**src/verilog/fp_adder_cfg.svh**
```systemverilog
`ifndef FP_ADDER_CFG_SVH
`define FP_ADDER_CFG_SVH

// Width of the biased exponent field of a binary32 number
`define FP_EXP_W 8

// Width of the stored fraction, without the hidden bit
`define FP_FRAC_W 23

// Exponent bias of the binary32 format
`define FP_BIAS 127

// Working significand width is sign, hidden bit, fraction and one guard bit
// The alignment shift saturates at this value as well
`define FP_SIG_W (`FP_FRAC_W + 3)

// Number of register stages between the start strobe and the done strobe
`define FP_ADD_LATENCY 4

`endif

```
**src/verilog/fp_format_pkg.sv**
```systemverilog
`include "fp_adder_cfg.svh"

package fp_format_pkg;

	// A binary32 number exactly as it appears on the ports of the adder
	typedef logic [`FP_EXP_W+`FP_FRAC_W:0] fp_word_t;

	// Biased exponent field
	// All ones marks an infinity or a NaN, all zeros marks zero or a subnormal
	typedef logic [`FP_EXP_W-1:0] fp_exp_t;

	// Stored fraction, the hidden bit is not part of it
	typedef logic [`FP_FRAC_W-1:0] fp_frac_t;

	// Field view of a binary32 number, same bit layout as fp_word_t
	// A word can be assigned to this struct and back without any conversion
	typedef struct packed {
		logic sign;
		fp_exp_t exponent;
		fp_frac_t fraction;
	} fp_fields_t;

endpackage

```
**src/verilog/fp_adder_pkg.sv**
```systemverilog
`include "fp_adder_cfg.svh"

package fp_adder_pkg;

	import fp_format_pkg::*;

	// Signed working significand in two's complement
	// Bit 25 is the sign, bit 24 the hidden bit, then the fraction and one guard bit
	typedef logic signed [`FP_SIG_W-1:0] sig_t;

	// Alignment shift, saturated at the significand width so that six bits suffice
	typedef logic [5:0] shift_t;

	// Unsigned magnitude of the sum with the leading one position at the top bit
	typedef logic [`FP_SIG_W-1:0] mag_t;

	// Special case flags worked out from the operands in stage 1
	// They travel with the data and override the arithmetic at the end
	typedef struct packed {
		logic result_is_inf;
		logic result_is_nan;
		logic inf_sign;
	} fp_special_t;

	// Stage 1 output, significand2 always belongs to the smaller exponent
	typedef struct packed {
		shift_t align_shift;
		sig_t significand1;
		sig_t significand2;
		fp_exp_t exponent1;
		fp_exp_t exponent2;
		logic exponent2_larger;
		fp_special_t special;
	} add1_t;

	// Stage 2 output, both significands aligned to the result exponent
	typedef struct packed {
		fp_exp_t exponent;
		sig_t significand1;
		sig_t significand2;
		fp_special_t special;
	} add2_t;

	// Stage 3 output, sum in sign and magnitude form
	typedef struct packed {
		fp_exp_t exponent;
		logic sum_sign;
		mag_t magnitude;
		fp_special_t special;
	} add3_t;

endpackage

```
**src/verilog/fp_adder_ctrl.sv**
```systemverilog
`timescale 1ns/1ps
`include "fp_adder_cfg.svh"

module fp_adder_ctrl (
	input logic clk,
	input logic reset_n,
	input logic start,
	output logic done,
	output logic busy
);

	localparam int LATENCY = `FP_ADD_LATENCY;

	// One valid bit per pipeline stage, bit 0 goes with stage 1
	logic [LATENCY-1:0] valid_chain;

	always_ff @(posedge clk or negedge reset_n)
	begin
		if (!reset_n)
			valid_chain <= '0;
		else
			valid_chain <= {valid_chain[LATENCY-2:0], start};
	end

	// The last bit lines up with the result registers of stage 4
	assign done = valid_chain[LATENCY-1];

	// Anything still in flight keeps the adder busy
	assign busy = |valid_chain;

	// Every start has to come out as done after the full pipeline depth
	assert property (@(posedge clk) disable iff (!reset_n)
		start |-> ##LATENCY done)
		else $error("fp_adder_ctrl: done missing %0d cycles after start", LATENCY);

endmodule

```
**src/verilog/fp_adder_stage1.sv**
```systemverilog
`timescale 1ns/1ps
`include "fp_adder_cfg.svh"

module fp_adder_stage1
	import fp_format_pkg::*, fp_adder_pkg::*;
(
	input logic clk,
	input logic reset_n,
	input fp_word_t operand1,
	input fp_word_t operand2,
	output add1_t add1
);

	// Shifting by the full significand width already clears every value bit
	localparam fp_exp_t MAX_SHIFT = fp_exp_t'(`FP_SIG_W);

	fp_fields_t fields1;
	fp_fields_t fields2;
	sig_t sig1;
	sig_t sig2;
	logic nan1;
	logic nan2;
	logic inf1;
	logic inf2;
	logic any_nan;
	logic exponent2_larger;
	fp_exp_t exp_diff;
	add1_t add1_next;

	// Converts one operand into a signed working significand
	// A zero exponent flushes the operand to zero, so subnormals vanish here
	function automatic sig_t to_significand(input fp_fields_t value);
		sig_t magnitude;
		if (value.exponent == '0)
			magnitude = '0;
		else
			magnitude = {2'b01, value.fraction, 1'b0};
		return value.sign ? -magnitude : magnitude;
	endfunction

	assign fields1 = operand1;
	assign fields2 = operand2;
	assign sig1 = to_significand(fields1);
	assign sig2 = to_significand(fields2);

	// An all ones exponent is an infinity with a zero fraction and a NaN otherwise
	assign nan1 = (&fields1.exponent) && (|fields1.fraction);
	assign nan2 = (&fields2.exponent) && (|fields2.fraction);
	assign inf1 = (&fields1.exponent) && !(|fields1.fraction);
	assign inf2 = (&fields2.exponent) && !(|fields2.fraction);

	// Opposite infinities have no defined sum, so they count as NaN too
	assign any_nan = nan1 || nan2 || (inf1 && inf2 && (fields1.sign != fields2.sign));

	always_comb
	begin
		exponent2_larger = fields2.exponent > fields1.exponent;
		if (exponent2_larger)
			exp_diff = fields2.exponent - fields1.exponent;
		else
			exp_diff = fields1.exponent - fields2.exponent;

		// Anything beyond the significand width shifts to all sign bits anyway
		if (exp_diff > MAX_SHIFT)
			add1_next.align_shift = shift_t'(MAX_SHIFT);
		else
			add1_next.align_shift = shift_t'(exp_diff);

		// Swap so that the operand with the smaller exponent is the one shifted
		add1_next.significand1 = exponent2_larger ? sig2 : sig1;
		add1_next.significand2 = exponent2_larger ? sig1 : sig2;
		add1_next.exponent1 = fields1.exponent;
		add1_next.exponent2 = fields2.exponent;
		add1_next.exponent2_larger = exponent2_larger;

		add1_next.special.result_is_nan = any_nan;
		add1_next.special.result_is_inf = (inf1 || inf2) && !any_nan;
		// With two infinities left here they share a sign, so either one is right
		add1_next.special.inf_sign = inf1 ? fields1.sign : fields2.sign;
	end

	always_ff @(posedge clk or negedge reset_n)
	begin
		if (!reset_n)
			add1 <= '0;
		else
			add1 <= add1_next;
	end

endmodule

```
**src/verilog/fp_adder_stage2.sv**
```systemverilog
`timescale 1ns/1ps
`include "fp_adder_cfg.svh"

module fp_adder_stage2
	import fp_adder_pkg::*;
(
	input logic clk,
	input logic reset_n,
	input add1_t add1,
	output add2_t add2
);

	add2_t add2_next;

	always_comb
	begin
		// The larger exponent becomes the exponent of the unnormalized sum
		if (add1.exponent2_larger)
			add2_next.exponent = add1.exponent2;
		else
			add2_next.exponent = add1.exponent1;

		// The larger operand needs no alignment
		add2_next.significand1 = add1.significand1;

		// Sign extending shift keeps a negative significand negative
		// A fully shifted negative value ends up as minus one guard unit
		add2_next.significand2 = $signed(add1.significand2) >>> add1.align_shift;

		add2_next.special = add1.special;
	end

	always_ff @(posedge clk or negedge reset_n)
	begin
		if (!reset_n)
			add2 <= '0;
		else
			add2 <= add2_next;
	end

	// Stage 1 must saturate the shift, a wider shift means the compare went wrong
	assert property (@(posedge clk) disable iff (!reset_n)
		add1.align_shift <= shift_t'(`FP_SIG_W))
		else $error("fp_adder_stage2: align_shift %0d above saturation", add1.align_shift);

endmodule

```
**src/verilog/fp_adder_stage3.sv**
```systemverilog
`timescale 1ns/1ps

module fp_adder_stage3
	import fp_format_pkg::*, fp_adder_pkg::*;
(
	input logic clk,
	input logic reset_n,
	input add2_t add2,
	output add3_t add3
);

	// One extra bit holds the carry out of the significand add
	logic [$bits(sig_t):0] sum_full;
	mag_t abs_sum;
	logic carry;
	add3_t add3_next;

	always_comb
	begin
		// Sign extend both significands by one bit before adding
		sum_full = {add2.significand1[$bits(sig_t)-1], add2.significand1}
			+ {add2.significand2[$bits(sig_t)-1], add2.significand2};

		// The magnitude never reaches the top bit of sum_full, so it fits in mag_t
		abs_sum = mag_t'(sum_full[$bits(sig_t)] ? -sum_full : sum_full);
		carry = abs_sum[$bits(mag_t)-1];

		add3_next.sum_sign = sum_full[$bits(sig_t)];

		// The magnitude leaves with its hidden position at the top bit
		// A carry already sits there and raises the exponent by one
		// Without a carry the value moves up one place and the exponent stays
		add3_next.exponent = carry ? add2.exponent + fp_exp_t'(1) : add2.exponent;
		add3_next.magnitude = carry ? abs_sum : abs_sum << 1;

		add3_next.special = add2.special;
	end

	always_ff @(posedge clk or negedge reset_n)
	begin
		if (!reset_n)
			add3 <= '0;
		else
			add3 <= add3_next;
	end

endmodule

```
**src/verilog/fp_adder_stage4.sv**
```systemverilog
`timescale 1ns/1ps
`include "fp_adder_cfg.svh"

module fp_adder_stage4
	import fp_format_pkg::*, fp_adder_pkg::*;
(
	input logic clk,
	input logic reset_n,
	input add3_t add3,
	output fp_word_t result,
	output logic result_is_inf,
	output logic result_is_nan
);

	// All ones exponent of infinities and NaNs, twice the bias plus one
	localparam fp_exp_t EXP_MAX = fp_exp_t'(2 * `FP_BIAS + 1);
	// Enough bits to count up to the full magnitude width
	localparam int LZ_W = $clog2($bits(mag_t) + 1);

	logic [LZ_W-1:0] lead_zeros;
	mag_t normalized;
	// Two extra bits so that the adjusted exponent can go negative or past 255
	logic signed [`FP_EXP_W+1:0] exp_norm;
	logic underflow;
	logic overflow;
	fp_fields_t packed_result;
	logic inf_next;
	logic nan_next;

	// Leading zero count, the highest set bit is the last one found
	function automatic logic [LZ_W-1:0] count_lead_zeros(input mag_t value);
		logic [LZ_W-1:0] count;
		count = '0;
		for (int i = 0; i < $bits(mag_t); i++)
		begin
			if (value[i])
				count = LZ_W'($bits(mag_t) - 1 - i);
		end
		return count;
	endfunction

	assign lead_zeros = count_lead_zeros(add3.magnitude);
	assign normalized = add3.magnitude << lead_zeros;
	assign exp_norm = $signed({2'b00, add3.exponent})
		- $signed({{(`FP_EXP_W + 2 - LZ_W){1'b0}}, lead_zeros});

	// Biased exponent below one would be subnormal and is flushed
	assign underflow = exp_norm[`FP_EXP_W+1] || (exp_norm == '0);
	assign overflow = exp_norm >= {2'b00, EXP_MAX};

	always_comb
	begin
		packed_result = '0;
		inf_next = 1'b0;
		nan_next = 1'b0;

		// Special operands win over whatever the arithmetic produced
		if (add3.special.result_is_nan)
		begin
			// Quiet NaN with only the top fraction bit set
			packed_result.exponent = EXP_MAX;
			packed_result.fraction = {1'b1, {(`FP_FRAC_W - 1){1'b0}}};
			nan_next = 1'b1;
		end
		else if (add3.special.result_is_inf)
		begin
			packed_result.sign = add3.special.inf_sign;
			packed_result.exponent = EXP_MAX;
			inf_next = 1'b1;
		end
		else if ((add3.magnitude != '0) && !underflow)
		begin
			packed_result.sign = add3.sum_sign;
			if (overflow)
			begin
				packed_result.exponent = EXP_MAX;
				inf_next = 1'b1;
			end
			else
			begin
				packed_result.exponent = exp_norm[`FP_EXP_W-1:0];
				// Drop the hidden bit at the top and truncate the guard bits
				packed_result.fraction = normalized[$bits(mag_t)-2 -: `FP_FRAC_W];
			end
		end
		// A zero sum or an underflow keeps the cleared value, which is +0
	end

	always_ff @(posedge clk or negedge reset_n)
	begin
		if (!reset_n)
		begin
			result <= '0;
			result_is_inf <= 1'b0;
			result_is_nan <= 1'b0;
		end
		else
		begin
			result <= packed_result;
			result_is_inf <= inf_next;
			result_is_nan <= nan_next;
		end
	end

	// Stage 1 must never flag a result as both infinite and NaN
	assert property (@(posedge clk) disable iff (!reset_n)
		!(add3.special.result_is_inf && add3.special.result_is_nan))
		else $error("fp_adder_stage4: inf and nan flags high together");

endmodule

```
**src/verilog/fp_adder.sv**
```systemverilog
`timescale 1ns/1ps

module fp_adder
	import fp_format_pkg::*, fp_adder_pkg::*;
(
	input logic clk,
	input logic reset_n,
	input logic start,
	input fp_word_t operand1,
	input fp_word_t operand2,
	output logic done,
	output logic busy,
	output fp_word_t result,
	output logic result_is_inf,
	output logic result_is_nan
);

	// Structs handed from one stage register to the next
	add1_t add1;
	add2_t add2;
	add3_t add3;

	// Validity lives only in the control module, the stages run every cycle
	fp_adder_ctrl u_ctrl (
		.clk(clk),
		.reset_n(reset_n),
		.start(start),
		.done(done),
		.busy(busy)
	);

	// Unpack, compare exponents and classify specials
	fp_adder_stage1 u_stage1 (
		.clk(clk),
		.reset_n(reset_n),
		.operand1(operand1),
		.operand2(operand2),
		.add1(add1)
	);

	// Align the smaller operand
	fp_adder_stage2 u_stage2 (
		.clk(clk),
		.reset_n(reset_n),
		.add1(add1),
		.add2(add2)
	);

	// Add and convert to sign and magnitude
	fp_adder_stage3 u_stage3 (
		.clk(clk),
		.reset_n(reset_n),
		.add2(add2),
		.add3(add3)
	);

	// Normalize and pack the result word
	fp_adder_stage4 u_stage4 (
		.clk(clk),
		.reset_n(reset_n),
		.add3(add3),
		.result(result),
		.result_is_inf(result_is_inf),
		.result_is_nan(result_is_nan)
	);

endmodule

```
**config.mk**
```make
export PLATFORM = sky130hd
export DESIGN_NAME = fp_adder
export DESIGN_NICKNAME = d
export VERILOG_FILES = /design/src/verilog/fp_format_pkg.sv /design/src/verilog/fp_adder_pkg.sv /design/src/verilog/fp_adder_ctrl.sv /design/src/verilog/fp_adder_stage1.sv /design/src/verilog/fp_adder_stage2.sv /design/src/verilog/fp_adder_stage3.sv /design/src/verilog/fp_adder_stage4.sv /design/src/verilog/fp_adder.sv
export VERILOG_INCLUDE_DIRS = /design/src /design/src/verilog
export SDC_FILE = /design/constraint.sdc
export NUM_CORES = 1
export LEC_CHECK = 0
export ABC_CLOCK_PERIOD_IN_PS = 6700
export BUFFER_PORTS_ARGS = -buffer_cell sky130_fd_sc_hd__buf_2
export CAP_MARGIN = 5
export CORE_ASPECT_RATIO = 1.5
export CORE_MARGIN = 2
export CORE_UTILIZATION = 60
export DETAILED_ROUTE_END_ITERATION = 10
export GPL_TIMING_DRIVEN = 0
export HOLD_SLACK_MARGIN = 0.05
export PLACE_DENSITY_LB_ADDON = 0.25
export SLEW_MARGIN = 20
export SYNTH_ARGS = -nofsm -noshare
export SYNTH_HDL_FRONTEND = slang
export SYNTH_SLANG_ARGS = --single-unit
export TNS_END_PERCENT = 10
```
**constraint.sdc**
```tcl
create_clock -name clk -period 6.7 [get_ports clk]
set_clock_uncertainty 0.1 [all_clocks]
set_input_delay 1.34 -clock clk [delete_from_list [all_inputs] [get_ports clk]]
set_output_delay 1.34 -clock clk [all_outputs]
set_load 0.03 [all_outputs]
```
# Word-level counts from Yosys, hierarchy flattened
# Cells that the tools add are included.
# word_totals
register_bits	217
latch_bits	0
ram_bits	0
mem_bits_ro	0
inputBits	67
output_inout_bits	36
wordCells	115
mem_count	0
# classes
addsub	8
n_mul	0
div_mod_pow	0
magnitude_cmp	3
n_eq_ne	1
shifts	2
n_mux	51
n_bitwise	0
reduce_logical	25
# ops
op	n
$mux W26	6
$mux W5	26
$neg A25 Y26	2
$mux W25	2
$mux W23	2
$reduce_or A23 Y1	2
$mux W32	1
$mux W8	4
$mux W31	1
$add A26 B26 Y27	1
$neg A26 Y26	1
$reduce_bool A26 Y1	1
$shl A26 B5 Y25	1
$sshr A26 B6 Y26	1
$logic_not A8 Y1	2
$reduce_and A8 Y1	2
$sub A8 B8 Y8	2
$ge A10 B8 Y1 const B	1
$logic_not A10 Y1	1
$mux W9	1
$sub A8 B5 Y9	1
$add A8 B1 Y8 const B	1
$gt A8 B5 Y1 const B	1
$gt A8 B8 Y1	1
other kinds (7)	26

# Longest topological paths before layout
# depth
depth_word	34
ltp_mapped	25
depth_no_buf	22

# Modules after synthesis
# A second synthesis with hierarchy kept.
# unflattened
cells_unflattened	1696
hier_area_um2	15673.8
# by_module_without_submodules
mod	n_inst	cells_per_inst	area_each_um2	seq_area_each_um2
fp_adder_stage1	1	496	4680.7	1901.8
fp_adder_stage3	1	522	4307.9	950.9
fp_adder_stage2	1	264	3329.4	1576.5
fp_adder_stage4	1	409	3248.1	850.8
fp_adder_ctrl	1	5	107.6	100.1

# Least setup slack after synthesis
# Ideal clock, no wire load.
# synth_path
path_kind	input -> register
from	input port operand1[5]
to	register, netlist name u_stage1.add1[0]
setup_time_ps	128
t_arrival_ps	4690
required_time_ps	6472
setup_slack_ps	1782
stages	10
path_buffers	0
path_cell_list	or4_1 -> or3_1 -> or4_1 -> or3_1 -> or3_1 -> or2_1 -> or3b_1 -> or3_1 -> nand2b_1 -> mux2_1
# synth_lines
element	line	source
from (decl)	fp_adder.sv:9	input fp_word_t operand1,

==> results.sh <==
export IMPL_fin_nets=1800
export IMPL_synth_area_mux_share_pct=10.8
export IMPL_ys_warnings_count=0
export IMPL_regArea_um2=5360
export IMPL_cts_buffers=20
export IMPL_synthTopCellsByArea="dfrtp_1 39%, mux2i_1 7.2%, nand2_1 5.0%, ha_1 4.5%, nor2_1 4.3%"
export IMPL_synth_xor_area_share_pct=5.00
export IMPL_critPathLaunch="u_stage3.add3[7]"
export IMPL_tightestPinTransition_ns=0.982
export IMPL_clkSinkCount=214
export IMPL_vdd_ir_drop_max_mv=0.262
export IMPL_core_area_um2=22900
export IMPL_cts_max_path_buffers=3
export IMPL_critPathRequiredTime_ns=6.97
export IMPL_synthToLayoutAreaGrowth_pct=11.5
export IMPL_wl_mm=39.8
export IMPL_syn_num_nets=1674
export IMPL_power_leakage_nw=7.03
export IMPL_synthCells=1553
export IMPL_status="finished clean"
export IMPL_htreeDepth=1
export IMPL_grt_pass1_wl_mm=63.5
export IMPL_grt_max_degree=83
export IMPL_ant_nets=0
export IMPL_root_buffer="clkbuf_16"
export IMPL_synth_seq_cells=214
export IMPL_hold_viol=0
export IMPL_row_count=68
export IMPL_die_area_um2=24300
export IMPL_synth_top_area_share_pct=38.7
export IMPL_avgSynthCellArea_um2=8.92
export IMPL_slew_viol_final=0
export IMPL_dp_hpwl_mm=31.8
export IMPL_synth_main_ff_cell="dfrtp_1"
export IMPL_ctsResizeCount=0
export IMPL_hp_class="reg -> reg"
export IMPL_netlist_top_cells_count="214 x dfrtp_1, 183 x nand2_1, 157 x nor2_1"
export IMPL_maxSlewHeadroom_pct=33.9
export IMPL_synthAdderAreaFrac_pct=5.10
export IMPL_synth_area_um2=13800
export IMPL_cts_hold_buf=0
export IMPL_n_antenna_cell=0
export IMPL_gp_congestion=1.02
export IMPL_track_usage_pct=33.4
export IMPL_finalCritPeriodShare_pct=90.0
export IMPL_period_minus_slack_ns=6.03
export IMPL_synth_most_common_cell="dfrtp_1"
export IMPL_synth_distinct_cells=83
export IMPL_die_height_um=190
export IMPL_start_kind="flip-flop"
export IMPL_gr_total_overflow=0
export IMPL_clock_latency_ns=0.49
export IMPL_synth_top_family_by_area="simple AND/OR/NAND/NOR gates"
export IMPL_path_clk_slew_ns=0.07
export IMPL_io_pins=103
export IMPL_multi_input_area_um2=8020
export IMPL_vias=12227
export IMPL_synth_edf_count=0
export IMPL_drive_gt1_share_pct=11.9
export IMPL_final_setup_viol_count=0
export IMPL_powerDensity_nw_per_um2=410
export IMPL_drc=0
export IMPL_ys_seq_area_share_pct=38.7
export IMPL_whs_ns=0.247
export IMPL_cp_max_fo=10
export IMPL_grt_setup_unrepaired="false"
export IMPL_arrival_ns=6.30
export IMPL_start_util_pct=60.5
export IMPL_drtPass1Iterations=5
export IMPL_tritoncts="yes"
export IMPL_tns_ns=0
export IMPL_first_global_vias=12389
export IMPL_maxCapViolCount=0
export IMPL_crit_path_end_kind="flip-flop"
export IMPL_routedWlPerCell_um=20.2
export IMPL_synth_simple_gate_area_share_pct=19.2
export IMPL_antenna_found_initial=0
export IMPL_regToRegStartpoint="u_stage3.add3[7]"
export IMPL_synth_compound_area_share_pct=17.6
export IMPL_io_buffers=101
export IMPL_die_w_um=128
export IMPL_criticalPathCategory="reg -> reg"
export IMPL_post_cts_setup_buffer_count=0
export IMPL_nFillCells=1917
export IMPL_worstHoldStart="u_stage1.add1[53]"
export IMPL_synthArstFlopShare_pct=100
export IMPL_yosys_area_top_type="dfrtp_1"
export IMPL_routed_via_density=6.20
export IMPL_clock_fmax_mhz=166
export IMPL_drt_initial_drc_count=661
==> sequential cells by signal (all words and copies together), names as in the netlist <==
name and flops:
u_stage1.add1 76, u_stage2.add2 62, u_stage3.add3 38, u_stage4.result 32
u_ctrl.valid_chain 4, u_stage4.result_is_inf 1, u_stage4.result_is_nan 1
==> per-stage QoR <==
step / utilization (%) / power (mW) / instance area [µm²] / instances / setup slack [ns]
final: 67.5 / 6.33 / 15400 / 1971 / 0.673
after floorplan: - / 4.19 / 13800 / 1553 / 1.78
after CTS: 67.4 / 6.25 / 15400 / 1970 / 0.367
after detailed placement: 64.5 / 5.10 / 14800 / 1936 / 0.430
after global placement: 64.3 / 5.03 / 14700 / 1934 / 0.539
after global routing: 67.5 / 6.71 / 15400 / 1971 / 0.321
==> placed cells by master (no fill, tap or decap), types with 9 or more instances in the layout <==
| cell type | synthesis | routed |
|---|---|---|
| a211oi_1 | 28 | 28 |
| a21o_1 | 19 | 19 |
| a21oi_1 | 104 | 104 |
| a31oi_1 | 12 | 12 |
| and3_1 | 13 | 13 |
| buf_1 | 14 | 14 |
| buf_2 | 3 | 104 |
| clkbuf_1 | 53 | 58 |
| clkbuf_16 | 0 | 21 |
| dfrtp_1 | 214 | 214 |
| ha_1 | 50 | 50 |
| inv_1 | 47 | 47 |
| mux2_2 | 26 | 26 |
| mux2i_1 | 99 | 99 |
| nand2_1 | 183 | 183 |
| nand2b_1 | 10 | 10 |
| nand3_1 | 35 | 35 |
| nand4_1 | 17 | 17 |
| nor2_1 | 157 | 157 |
| nor2b_1 | 20 | 20 |
| nor3_1 | 39 | 37 |
| nor4_1 | 15 | 15 |
| o211ai_1 | 12 | 12 |
| o21a_1 | 10 | 10 |
| o21ai_0 | 96 | 96 |
| o21bai_1 | 9 | 9 |
| o31ai_1 | 19 | 19 |
| or3_1 | 21 | 21 |
| or4_1 | 11 | 11 |
| xnor2_1 | 32 | 32 |
| xor2_1 | 47 | 47 |
==> power by group <==
part	internal, mW	switching, mW
logic	1.24	2.13
registers	1.62	0.204
clock network	0.660	0.471
total	3.52	2.81
==> critical path, stage by stage, from the launching register on <==
cell and delay (ns):
dfrtp_1 0.44, o31ai_1 0.30, a211oi_1 0.14, nor3_1 0.15, nor3_1 0.07, o31ai_1 0.24, nand2_1 0.09, a211oi_1 0.23
buf_1 0.56, inv_2 0.20, buf_1 0.37, ha_1 0.38, nor2b_1 0.13, o21ai_0 0.14, nand2b_1 0.09, and2_1 0.17
o21ai_1 0.16, nor2b_1 0.19, xnor2_1 0.12, a31o_2 0.30, nand2b_1 0.22, nor3_2 0.43, nand2_1 0.31, a211oi_1 0.37
==> path summary, 6_finish.rpt <==
kind,slack (ns),cells after the start,to
max,0.67,23,u_stage4.result[11]
min,0.25,0,u_stage2.add2[36]
max reg2reg,0.67,23,u_stage4.result[11]
min reg2reg,0.25,0,u_stage2.add2[36]
max in group asynchronous,4.75,3,u_stage2.add2[50]
min in group asynchronous,0.65,1,u_stage4.result[17]
==> metal layers <==
layer	wire, µm	part of all wire, %	vias to the layer above	track usage [%]
met3	1430	3.6	162	3.80
li1	-	-	5816	-
met1	13100	33	5800	31.7
met2	22100	55	449	65.0
met4	3150	7.9	0	23.4
met5	0	0	-	0
==> cell families (layout without fill, tap and decap cells) <==
family                     count (synthesis)  after routing
and+or+nand+nor                          563            563
AOI/OAI and AO/OA                        380            380
DFF                                      214            214
muxes                                    137            137
buffers and inverters                    125            263
xor gates and xnor gates                  79             79
adders and majority gates                 54             54
other                                      1              1
==> final cells by class <==
type / count / area share [%]
clock inverter: 4 / 0.373
multi-input combinational: 1214 / 51.9
tap: 280 / 2.27
buffer: 73 / 1.90
clock buffer: 30 / 3.88
timing repair buffer: 104 / 3.73
inverter: 52 / 1.26
sequential: 214 / 34.7
Note: power is estimated with default switching activity, not from simulation.
